`src/verilog/risc_pkg.sv`:
```
package risc_pkg;

	localparam int word_w    = 16;
	localparam int reg_w     = 3;
	localparam int op_w      = 4;
	localparam int cz_w      = 2;
	localparam int op_full_w = op_w + cz_w;      // opcode plus cz
	localparam int imm6_w    = 6;
	localparam int imm9_w    = 9;
	localparam int fwd_w     = 2;

	// register-type operations carry opcode and cz together
	localparam logic [op_full_w-1:0] op_add = 6'b000000;
	localparam logic [op_full_w-1:0] op_adc = 6'b000010;   // runs if carry set
	localparam logic [op_full_w-1:0] op_adz = 6'b000001;   // runs if zero set
	localparam logic [op_full_w-1:0] op_ndu = 6'b001000;
	localparam logic [op_full_w-1:0] op_ndc = 6'b001010;
	localparam logic [op_full_w-1:0] op_ndz = 6'b001001;

	// immediate forms use the opcode only
	localparam logic [op_w-1:0] op_adi = 4'b0001;
	localparam logic [op_w-1:0] op_lhi = 4'b0011;

	// operand and flag sources
	localparam logic [fwd_w-1:0] fwd_none   = 2'd0;      // value read at decode
	localparam logic [fwd_w-1:0] fwd_ex_mem = 2'd1;
	localparam logic [fwd_w-1:0] fwd_mem_wb = 2'd2;

	typedef union packed {
		struct packed {
			logic [op_w-1:0]  opcode;
			logic [reg_w-1:0] ra;
			logic [reg_w-1:0] rb;
			logic [reg_w-1:0] rc;
			logic             spare;
			logic [cz_w-1:0]  cz;
		} r_fmt;
		struct packed {
			logic [op_w-1:0]   opcode;
			logic [reg_w-1:0]  ra;
			logic [reg_w-1:0]  rb;
			logic [imm6_w-1:0] imm;    // signed
		} i_fmt;
		struct packed {
			logic [op_w-1:0]   opcode;
			logic [reg_w-1:0]  ra;
			logic [imm9_w-1:0] imm;
		} j_fmt;
	} instr_t;

endpackage

```
`src/verilog/reg_file.sv`:
```
module reg_file
	import risc_pkg::*;
(
	input  logic              clk,
	input  logic              rst_n,
	input  logic [reg_w-1:0]  ra_addr,
	input  logic [reg_w-1:0]  rb_addr,
	output logic [word_w-1:0] ra_data,
	output logic [word_w-1:0] rb_data,
	input  logic              we,
	input  logic [reg_w-1:0]  wr_addr,
	input  logic [word_w-1:0] wr_data
);

	logic [word_w-1:0] regs [0:(1<<reg_w)-1];

	always_ff @(posedge clk)
	begin
		if (!rst_n)
		begin
			for (int i = 0; i < (1 << reg_w); i++)
				regs[i] <= '0;
		end
		else if (we)
		begin
			regs[wr_addr] <= wr_data;
		end
	end

	// write-first so decode sees a same-cycle write
	assign ra_data = (we && wr_addr == ra_addr) ? wr_data : regs[ra_addr];
	assign rb_data = (we && wr_addr == rb_addr) ? wr_data : regs[rb_addr];

endmodule

```
`src/verilog/decode_read_stage.sv`:
```
module decode_read_stage
	import risc_pkg::*;
(
	input  logic                 clk,
	input  logic                 rst_n,
	input  logic                 instr_valid,
	input  instr_t               instr,
	input  logic [word_w-1:0]    ra_data,
	input  logic [word_w-1:0]    rb_data,
	output logic [reg_w-1:0]     ra_addr,
	output logic [reg_w-1:0]     rb_addr,
	output logic                 id_valid,
	output logic [op_full_w-1:0] id_op,
	output logic [reg_w-1:0]     id_ra,
	output logic [reg_w-1:0]     id_rb,
	output logic [reg_w-1:0]     id_rc,
	output logic [reg_w-1:0]     id_rd,
	output logic [word_w-1:0]    id_a,
	output logic [word_w-1:0]    id_b,
	output logic [word_w-1:0]    id_imm
);

	logic [op_w-1:0]   opcode;
	logic [reg_w-1:0]  rd;
	logic [word_w-1:0] imm;

	assign opcode  = instr.r_fmt.opcode;
	assign ra_addr = instr.r_fmt.ra;
	assign rb_addr = instr.r_fmt.rb;

	always_comb
	begin
		rd  = instr.r_fmt.rc;          // register type writes rc
		imm = '0;
		if (opcode == op_adi)
		begin
			rd  = instr.i_fmt.rb;
			imm = {{(word_w-imm6_w){instr.i_fmt.imm[imm6_w-1]}}, instr.i_fmt.imm};
		end
		else if (opcode == op_lhi)
		begin
			rd  = instr.j_fmt.ra;
			imm = {instr.j_fmt.imm, {(word_w-imm9_w){1'b0}}};   // into upper 9 bits
		end
	end

	// regread_ex stage register
	always_ff @(posedge clk)
	begin
		if (!rst_n)
		begin
			id_valid <= 1'b0;
			id_op    <= '0;
			id_ra    <= '0;
			id_rb    <= '0;
			id_rc    <= '0;
			id_rd    <= '0;
		end
		else
		begin
			id_valid <= instr_valid;       // bubble when low
			id_op    <= {opcode, instr.r_fmt.cz};
			id_ra    <= instr.r_fmt.ra;
			id_rb    <= instr.r_fmt.rb;
			id_rc    <= instr.r_fmt.rc;
			id_rd    <= rd;
		end
	end

	always_ff @(posedge clk)
	begin
		id_a   <= ra_data;
		id_b   <= rb_data;
		id_imm <= imm;
	end

endmodule

```
`src/verilog/forward_ex_stage.sv`:
```
module forward_ex_stage
	import risc_pkg::*;
(
	input  logic [op_full_w-1:0] id_op,
	input  logic [reg_w-1:0]     id_ra,
	input  logic [reg_w-1:0]     id_rb,
	input  logic                 ex_mem_valid,
	input  logic [reg_w-1:0]     ex_mem_rd,
	input  logic                 ex_mem_we,
	input  logic                 ex_mem_c_we,
	input  logic                 ex_mem_z_we,
	input  logic                 mem_wb_valid,
	input  logic [reg_w-1:0]     mem_wb_rd,
	input  logic                 mem_wb_we,
	input  logic                 mem_wb_c_we,
	input  logic                 mem_wb_z_we,
	output logic [fwd_w-1:0]     f1,
	output logic [fwd_w-1:0]     f2,
	output logic [fwd_w-1:0]     fc,
	output logic [fwd_w-1:0]     fz
);

	logic is_rr;
	logic is_adi;
	logic is_cond;
	logic ex_wr;
	logic wb_wr;

	// younger stage wins
	function automatic logic [fwd_w-1:0] pick_src(input logic ex_hit, input logic wb_hit);
		if (ex_hit)
			return fwd_ex_mem;
		else if (wb_hit)
			return fwd_mem_wb;
		return fwd_none;
	endfunction

	assign is_cond = (id_op == op_adc) || (id_op == op_adz) ||
	                 (id_op == op_ndc) || (id_op == op_ndz);
	assign is_rr   = is_cond || (id_op == op_add) || (id_op == op_ndu);
	assign is_adi  = (id_op[op_full_w-1 -: op_w] == op_adi);

	assign ex_wr = ex_mem_valid && ex_mem_we;
	assign wb_wr = mem_wb_valid && mem_wb_we;

	always_comb
	begin
		f1 = fwd_none;
		f2 = fwd_none;
		fc = fwd_none;
		fz = fwd_none;

		if (is_rr || is_adi)
			f1 = pick_src(ex_wr && ex_mem_rd == id_ra, wb_wr && mem_wb_rd == id_ra);

		if (is_rr)                     // adi has no second register operand
			f2 = pick_src(ex_wr && ex_mem_rd == id_rb, wb_wr && mem_wb_rd == id_rb);

		// a skipped older op leaves its flags alone, so c_we and z_we decide
		if (is_cond)
		begin
			fc = pick_src(ex_mem_valid && ex_mem_c_we, mem_wb_valid && mem_wb_c_we);
			fz = pick_src(ex_mem_valid && ex_mem_z_we, mem_wb_valid && mem_wb_z_we);
		end
	end

endmodule

```
`src/verilog/execute_stage.sv`:
```
module execute_stage
	import risc_pkg::*;
(
	input  logic                 id_valid,
	input  logic [op_full_w-1:0] id_op,
	input  logic [reg_w-1:0]     id_rd,
	input  logic [word_w-1:0]    id_a,
	input  logic [word_w-1:0]    id_b,
	input  logic [word_w-1:0]    id_imm,
	input  logic [fwd_w-1:0]     f1,
	input  logic [fwd_w-1:0]     f2,
	input  logic [fwd_w-1:0]     fc,
	input  logic [fwd_w-1:0]     fz,
	input  logic [word_w-1:0]    ex_mem_result,
	input  logic                 ex_mem_c,
	input  logic                 ex_mem_z,
	input  logic [word_w-1:0]    mem_wb_result,
	input  logic                 mem_wb_c,
	input  logic                 mem_wb_z,
	input  logic                 flag_c,
	input  logic                 flag_z,
	output logic                 ex_valid,
	output logic [reg_w-1:0]     ex_rd,
	output logic                 ex_we,
	output logic                 ex_c_we,
	output logic                 ex_z_we,
	output logic [word_w-1:0]    ex_result,
	output logic                 ex_c,
	output logic                 ex_z
);

	logic [word_w-1:0] opa;
	logic [word_w-1:0] opb;
	logic              cond_c;
	logic              cond_z;
	logic [word_w:0]   sum;            // carry out on top
	logic              is_adi;
	logic              is_lhi;
	logic              supported;
	logic              run;
	logic              do_c_we;
	logic              do_z_we;
	logic              go;

	always_comb
	begin
		case (f1)
			fwd_ex_mem: opa = ex_mem_result;
			fwd_mem_wb: opa = mem_wb_result;
			default:    opa = id_a;
		endcase
		case (f2)
			fwd_ex_mem: opb = ex_mem_result;
			fwd_mem_wb: opb = mem_wb_result;
			default:    opb = id_b;
		endcase
		case (fc)
			fwd_ex_mem: cond_c = ex_mem_c;
			fwd_mem_wb: cond_c = mem_wb_c;
			default:    cond_c = flag_c;
		endcase
		case (fz)
			fwd_ex_mem: cond_z = ex_mem_z;
			fwd_mem_wb: cond_z = mem_wb_z;
			default:    cond_z = flag_z;
		endcase
	end

	assign is_adi = (id_op[op_full_w-1 -: op_w] == op_adi);
	assign is_lhi = (id_op[op_full_w-1 -: op_w] == op_lhi);
	assign sum    = {1'b0, opa} + {1'b0, (is_adi ? id_imm : opb)};

	always_comb
	begin
		supported = 1'b1;
		run       = 1'b1;
		do_c_we   = 1'b0;
		do_z_we   = 1'b0;
		ex_result = sum[word_w-1:0];
		if (is_adi)
		begin
			do_c_we = 1'b1;
			do_z_we = 1'b1;
		end
		else if (is_lhi)
		begin
			ex_result = id_imm;        // no flags
		end
		else
		begin
			case (id_op)
				op_add, op_adc, op_adz:
				begin
					do_c_we = 1'b1;
					do_z_we = 1'b1;
				end
				op_ndu, op_ndc, op_ndz:
				begin
					ex_result = ~(opa & opb);
					do_z_we   = 1'b1;  // carry untouched by nand
				end
				default: supported = 1'b0;
			endcase
			if (id_op == op_adc || id_op == op_ndc)
				run = cond_c;
			if (id_op == op_adz || id_op == op_ndz)
				run = cond_z;
		end
	end

	assign go       = id_valid && supported && run;
	assign ex_valid = id_valid;
	assign ex_rd    = id_rd;
	assign ex_we    = go;
	assign ex_c_we  = go && do_c_we;
	assign ex_z_we  = go && do_z_we;
	assign ex_c     = sum[word_w];
	assign ex_z     = (ex_result == '0);

endmodule

```
`src/verilog/result_pipe.sv`:
```
module result_pipe
	import risc_pkg::*;
(
	input  logic              clk,
	input  logic              rst_n,
	input  logic              ex_valid,
	input  logic [reg_w-1:0]  ex_rd,
	input  logic              ex_we,
	input  logic              ex_c_we,
	input  logic              ex_z_we,
	input  logic [word_w-1:0] ex_result,
	input  logic              ex_c,
	input  logic              ex_z,
	output logic              ex_mem_valid,
	output logic [reg_w-1:0]  ex_mem_rd,
	output logic              ex_mem_we,
	output logic              ex_mem_c_we,
	output logic              ex_mem_z_we,
	output logic [word_w-1:0] ex_mem_result,
	output logic              ex_mem_c,
	output logic              ex_mem_z,
	output logic              mem_wb_valid,
	output logic [reg_w-1:0]  mem_wb_rd,
	output logic              mem_wb_we,
	output logic              mem_wb_c_we,
	output logic              mem_wb_z_we,
	output logic [word_w-1:0] mem_wb_result,
	output logic              mem_wb_c,
	output logic              mem_wb_z,
	output logic              flag_c,
	output logic              flag_z,
	output logic              wb_valid,
	output logic              wb_we,
	output logic [reg_w-1:0]  wb_rd,
	output logic [word_w-1:0] wb_data
);

	always_ff @(posedge clk)
	begin
		if (!rst_n)
		begin
			ex_mem_valid <= 1'b0;
			ex_mem_rd    <= '0;
			ex_mem_we    <= 1'b0;
			ex_mem_c_we  <= 1'b0;
			ex_mem_z_we  <= 1'b0;
			mem_wb_valid <= 1'b0;
			mem_wb_rd    <= '0;
			mem_wb_we    <= 1'b0;
			mem_wb_c_we  <= 1'b0;
			mem_wb_z_we  <= 1'b0;
			flag_c       <= 1'b0;
			flag_z       <= 1'b0;
		end
		else
		begin
			ex_mem_valid <= ex_valid;
			ex_mem_rd    <= ex_rd;
			ex_mem_we    <= ex_we;
			ex_mem_c_we  <= ex_c_we;
			ex_mem_z_we  <= ex_z_we;
			mem_wb_valid <= ex_mem_valid;
			mem_wb_rd    <= ex_mem_rd;
			mem_wb_we    <= ex_mem_we;
			mem_wb_c_we  <= ex_mem_c_we;
			mem_wb_z_we  <= ex_mem_z_we;
			if (mem_wb_c_we)
				flag_c <= mem_wb_c;    // same edge as the register write
			if (mem_wb_z_we)
				flag_z <= mem_wb_z;
		end
	end

	// result payload
	always_ff @(posedge clk)
	begin
		ex_mem_result <= ex_result;
		ex_mem_c      <= ex_c;
		ex_mem_z      <= ex_z;
		mem_wb_result <= ex_mem_result;
		mem_wb_c      <= ex_mem_c;
		mem_wb_z      <= ex_mem_z;
	end

	assign wb_valid = mem_wb_valid;
	assign wb_we    = mem_wb_we;
	assign wb_rd    = mem_wb_rd;
	assign wb_data  = mem_wb_result;

endmodule

```
`src/verilog/pipe_top.sv`:
```
module pipe_top
	import risc_pkg::*;
(
	input  logic              clk,
	input  logic              rst_n,
	input  logic              instr_valid,
	input  instr_t            instr,
	output logic              wb_valid,
	output logic              wb_we,
	output logic [reg_w-1:0]  wb_rd,
	output logic [word_w-1:0] wb_data,
	output logic              flag_c,
	output logic              flag_z
);

	// register file read side
	logic [reg_w-1:0]     ra_addr;
	logic [reg_w-1:0]     rb_addr;
	logic [word_w-1:0]    ra_data;
	logic [word_w-1:0]    rb_data;

	// regread_ex
	logic                 id_valid;
	logic [op_full_w-1:0] id_op;
	logic [reg_w-1:0]     id_ra;
	logic [reg_w-1:0]     id_rb;
	logic [reg_w-1:0]     id_rc;
	logic [reg_w-1:0]     id_rd;
	logic [word_w-1:0]    id_a;
	logic [word_w-1:0]    id_b;
	logic [word_w-1:0]    id_imm;

	logic [fwd_w-1:0]     f1;
	logic [fwd_w-1:0]     f2;
	logic [fwd_w-1:0]     fc;
	logic [fwd_w-1:0]     fz;

	// execute results
	logic                 ex_valid;
	logic [reg_w-1:0]     ex_rd;
	logic                 ex_we;
	logic                 ex_c_we;
	logic                 ex_z_we;
	logic [word_w-1:0]    ex_result;
	logic                 ex_c;
	logic                 ex_z;

	// ex_mem and mem_wb
	logic                 ex_mem_valid;
	logic [reg_w-1:0]     ex_mem_rd;
	logic                 ex_mem_we;
	logic                 ex_mem_c_we;
	logic                 ex_mem_z_we;
	logic [word_w-1:0]    ex_mem_result;
	logic                 ex_mem_c;
	logic                 ex_mem_z;
	logic                 mem_wb_valid;
	logic [reg_w-1:0]     mem_wb_rd;
	logic                 mem_wb_we;
	logic                 mem_wb_c_we;
	logic                 mem_wb_z_we;
	logic [word_w-1:0]    mem_wb_result;
	logic                 mem_wb_c;
	logic                 mem_wb_z;

	reg_file rf_i (
		.*,
		.we      (wb_we),
		.wr_addr (wb_rd),
		.wr_data (wb_data)
	);

	decode_read_stage id_i (.*);

	forward_ex_stage fwd_i (.*);

	execute_stage ex_i (.*);

	result_pipe rp_i (.*);

endmodule

```
`config.mk`:
```
export PLATFORM = sky130hd
export DESIGN_NAME = pipe_top
export DESIGN_NICKNAME = d
export VERILOG_FILES = /design/src/verilog/risc_pkg.sv /design/src/verilog/reg_file.sv /design/src/verilog/decode_read_stage.sv /design/src/verilog/forward_ex_stage.sv /design/src/verilog/execute_stage.sv /design/src/verilog/result_pipe.sv /design/src/verilog/pipe_top.sv
export SDC_FILE = /design/constraint.sdc
export NUM_CORES = 1
export LEC_CHECK = 0
export BUFFER_PORTS_ARGS = -buffer_cell sky130_fd_sc_hd__buf_4
export CAP_MARGIN = 20
export CELL_PAD_IN_SITES_DETAIL_PLACEMENT = 0
export CELL_PAD_IN_SITES_GLOBAL_PLACEMENT = 1
export CORE_MARGIN = 2
export CORE_UTILIZATION = 50
export CTS_CLUSTER_DIAMETER = 40
export DETAILED_ROUTE_END_ITERATION = 7
export HOLD_SLACK_MARGIN = 0.05
export PLACE_DENSITY_LB_ADDON = 0.25
export SLEW_MARGIN = 25
export SYNTH_ARGS = -nofsm -noshare
export SYNTH_HDL_FRONTEND = slang
export SYNTH_SLANG_ARGS = --single-unit
```
`constraint.sdc`:
```
create_clock -name clk -period 13.67 [get_ports clk]
set_clock_uncertainty 0.05 [all_clocks]
set_input_delay 2.734 -clock clk [delete_from_list [all_inputs] [get_ports clk]]
set_output_delay 2.734 -clock clk [all_outputs]
set_load 0.02 [all_outputs]
```
==> metrics.csv <==
metric,value,unit
DIE WIDTH,159,um
Bufs on Longest Clock Path,3,
Initial Util,51.2,%
pins over their slew limit,0,
RSZ-0062 raised after global routing,false,
Slowest cell on crit path,ha_1,
clk sinks,243,
Die ar.,25300,um2
CP Class,reg -> reg,
drt drc,0,
"Req. time, crit path",14.02,ns
Area Overhead vs Synth,14.3,%
Syn Nets,1082,
initial antenna violation count,0,
Worst Hold Class,reg -> reg,
CTS resizes,0,
WL per Instance,23.1,um
Inserted Clock Buffers,36,
Main synth FF type,edfxtp_1,
fin cells,1402,
"Critical Path, Cell by Cell","inv_1, or3_1, nor2_1, buf_4, nor2_1, or3_1, ha_1, o21ai_0, ha_1, fa_1, a211oi_1, o21a_1, o21bai_1, xor2_1, a221oi_1, o211ai_1, or4b_1, nor4b_2",
# diodes,0,
combinational share of power,12.8,%
period utilization,44.9,%
minimum clock period,6.14,ns
PD cells,150,nW/um2
WL final,32300,um
switching pwr,585,uW
Core Region,23500,um2
hold_sp,rp_i.ex_mem_result[14],
CP Capture Type,register,
post-DP HPWL,21000,um
postcts setup bufs,0,
clock root buffer master,clkbuf_16,
Post-Synthesis Cell Area,12000,um2
slew margin rel.,31.0,%
Post-Layout Inst Area,13800,um2
Tightest Pin Transition,1.04,ns
Final Wtd Congestion,0.900,
vias per cell,5.89,
Placement Rows,56,
via count,8262,
final setup margin,7.53,ns
Unique masters post-synth,64,
switching share of power,28.3,%
most frequent cells in the layout,"and2_1 (163), edfxtp_1 (128), dfxtp_1 (115)",
# hold bufs at CTS,0,
CP bufs+invs,2,
Worst-path clk slew,0.06,ns
Die Span Y,159,um
main area contributors after synthesis,"edfxtp_1 (32%), dfxtp_1 (19%), mux4_2 (12%)",
Fmax,0.163,GHz
final hold vios,0,
Clock power frac,42.1,%
CP max FO,32,
grt total ovfl,0,
Reg2Reg Launch Point,id_i.id_op[2],
final core occ,58.5,%
fraction of layout instances using a drive strength above 1,18.8,%
cell accounting for the most synthesized area,edfxtp_1,
Top delay family on crit path,simple AND/OR/NAND/NOR gates,
Post-DRT Antenna Nets,0,
Synth Area per Inst,11.6,um2
internal power,1480,uW
largest net degree at the start of global routing,40,
CP peak stage delay,0.84,ns
Port Buf Inserts,41,
initial DRC count,668,
Sum Neg Setup Slack,0,ns
vias in the first global route,8263,
"most common cell after layout, fill and taps aside",and2_1,
crit path launch,id_i.id_op[2],
dpl cells,1337,
Synth top area share,31.9,%
first-pass iteration count of the detailed router,5,
Leak,0.00537,uW
Cells after Synth,1042,
Total Routing Usage GR,25.5,%
Max VDD drop,0.0000997,V
Place WS,7.59,ns
Final nets,1096,
number of max-cap violations,0,
crit path DAT,6.49,ns
count of warnings emitted by yosys,0,
Placed Area,12600,um2
number of flops mapped to enable cells by yosys,128,
Worst-Skew Late Latency,0.52,ns
synthesized flop and latch total,243,
sequential power share,45.0,%
sequential fraction of the synthesis area,51.0,%
final setup fails,0,
CTS tree,built,
status,finished clean,
H-Tree Depth,2,
first-pass GRT wire length,48800,um
Synth async-reset ratio,0,%
IO Pins,42,
CP startpoint kind,register,
==> worst paths after layout <==
| path | depth (start not counted) | slack [ns] | endpoint |
|---|---|---|---|
| worst max register to register | 18 | 7.53 | rp_i.ex_mem_z |
| worst min-delay path | 0 | 0.30 | rp_i.mem_wb_result[14] |
| worst min register to register | 0 | 0.30 | rp_i.mem_wb_result[14] |
| worst max-delay path | 18 | 7.53 | rp_i.ex_mem_z |
==> cells by family after synthesis <==
logic type | Yosys count | share of synthesized area, %
XOR/XNOR | 29 | 2.11
buffers and inverters | 94 | 2.94
flip-flops | 243 | 51.0
multiplexers | 111 | 15.9
adder cells (fa/ha/maj) | 21 | 2.24
AND/OR/NAND/NOR | 345 | 15.1
AO/OA/AOI/OAI | 199 | 10.6
==> synth_stat cells (all sizes together) (3+ instances only) <==
cell type	n
nor2	70
a211oi	4
nor2b	5
o22ai	5
nand4	4
nor4	5
a31oi	6
a22oi	32
nor3	5
a21oi	53
clkbuf	69
o22a	3
buf	11
inv	14
nand3	4
o211a	3
mux4	64
mux2	7
mux2i	40
ha	20
nand2	72
o21ai	50
edfxtp	128
nand2b	5
o21a	5
and2	163
or2	3
o211ai	5
a21o	5
o21bai	4
dfxtp	115
xor2	14
a211o	4
xnor2	15
==> state kept, by name (all words and copies together), names as in the netlist, 6 cells and up <==
signal,count
id_i.id_b,16
rp_i.mem_wb_result,16
rp_i.ex_mem_result,16
rf_i.regs,128
id_i.id_a,16
id_i.id_op,6
id_i.id_imm,15
==> power groups by stage <==
| stage | sequential [uW] | combinational (uW) | clock [uW] |
|---|---|---|---|
| after floorplan | 897 | 188 | 0 |
| after CTS | 930 | 264 | 881 |
| after detailed placement | 943 | 263 | 0 |
| after global routing | 942 | 285 | 919 |
| final | 932 | 265 | 872 |
| after global placement | 943 | 262 | 0 |
==> through the flow <==
stage / power [uW] / hold WS (ns)
3_3_place_gp: 1200 / 0.305
5_1_grt: 2150 / 0.303
3_5_place_dp: 1210 / 0.302
2_1_floorplan: 1080 / 0.281
4_1_cts: 2080 / 0.292
6_report: 2070 / 0.299
==> layer usage <==
metal	wire length (um)	global-route usage (%)	vias to the layer above	part of all wire, %
li1	-	-	3842	-
met4	942	9.30	0	2.9
met1	13600	33.5	4077	42
met3	2050	4.27	62	6.3
met5	0	0	-	0
met2	15800	42.8	281	49
==> area by class of cell <==
class	count	area (um2)
Fill cell	1975	9770
Sequential cell	243	6150
Multi-Input combinational cell	705	5610
Clock buffer	47	995
Timing Repair Buffer	56	420
Tap cell	319	399
Clock inverter	18	151
Inverter	14	52.6
Note: power is estimated with default switching activity, not from simulation.
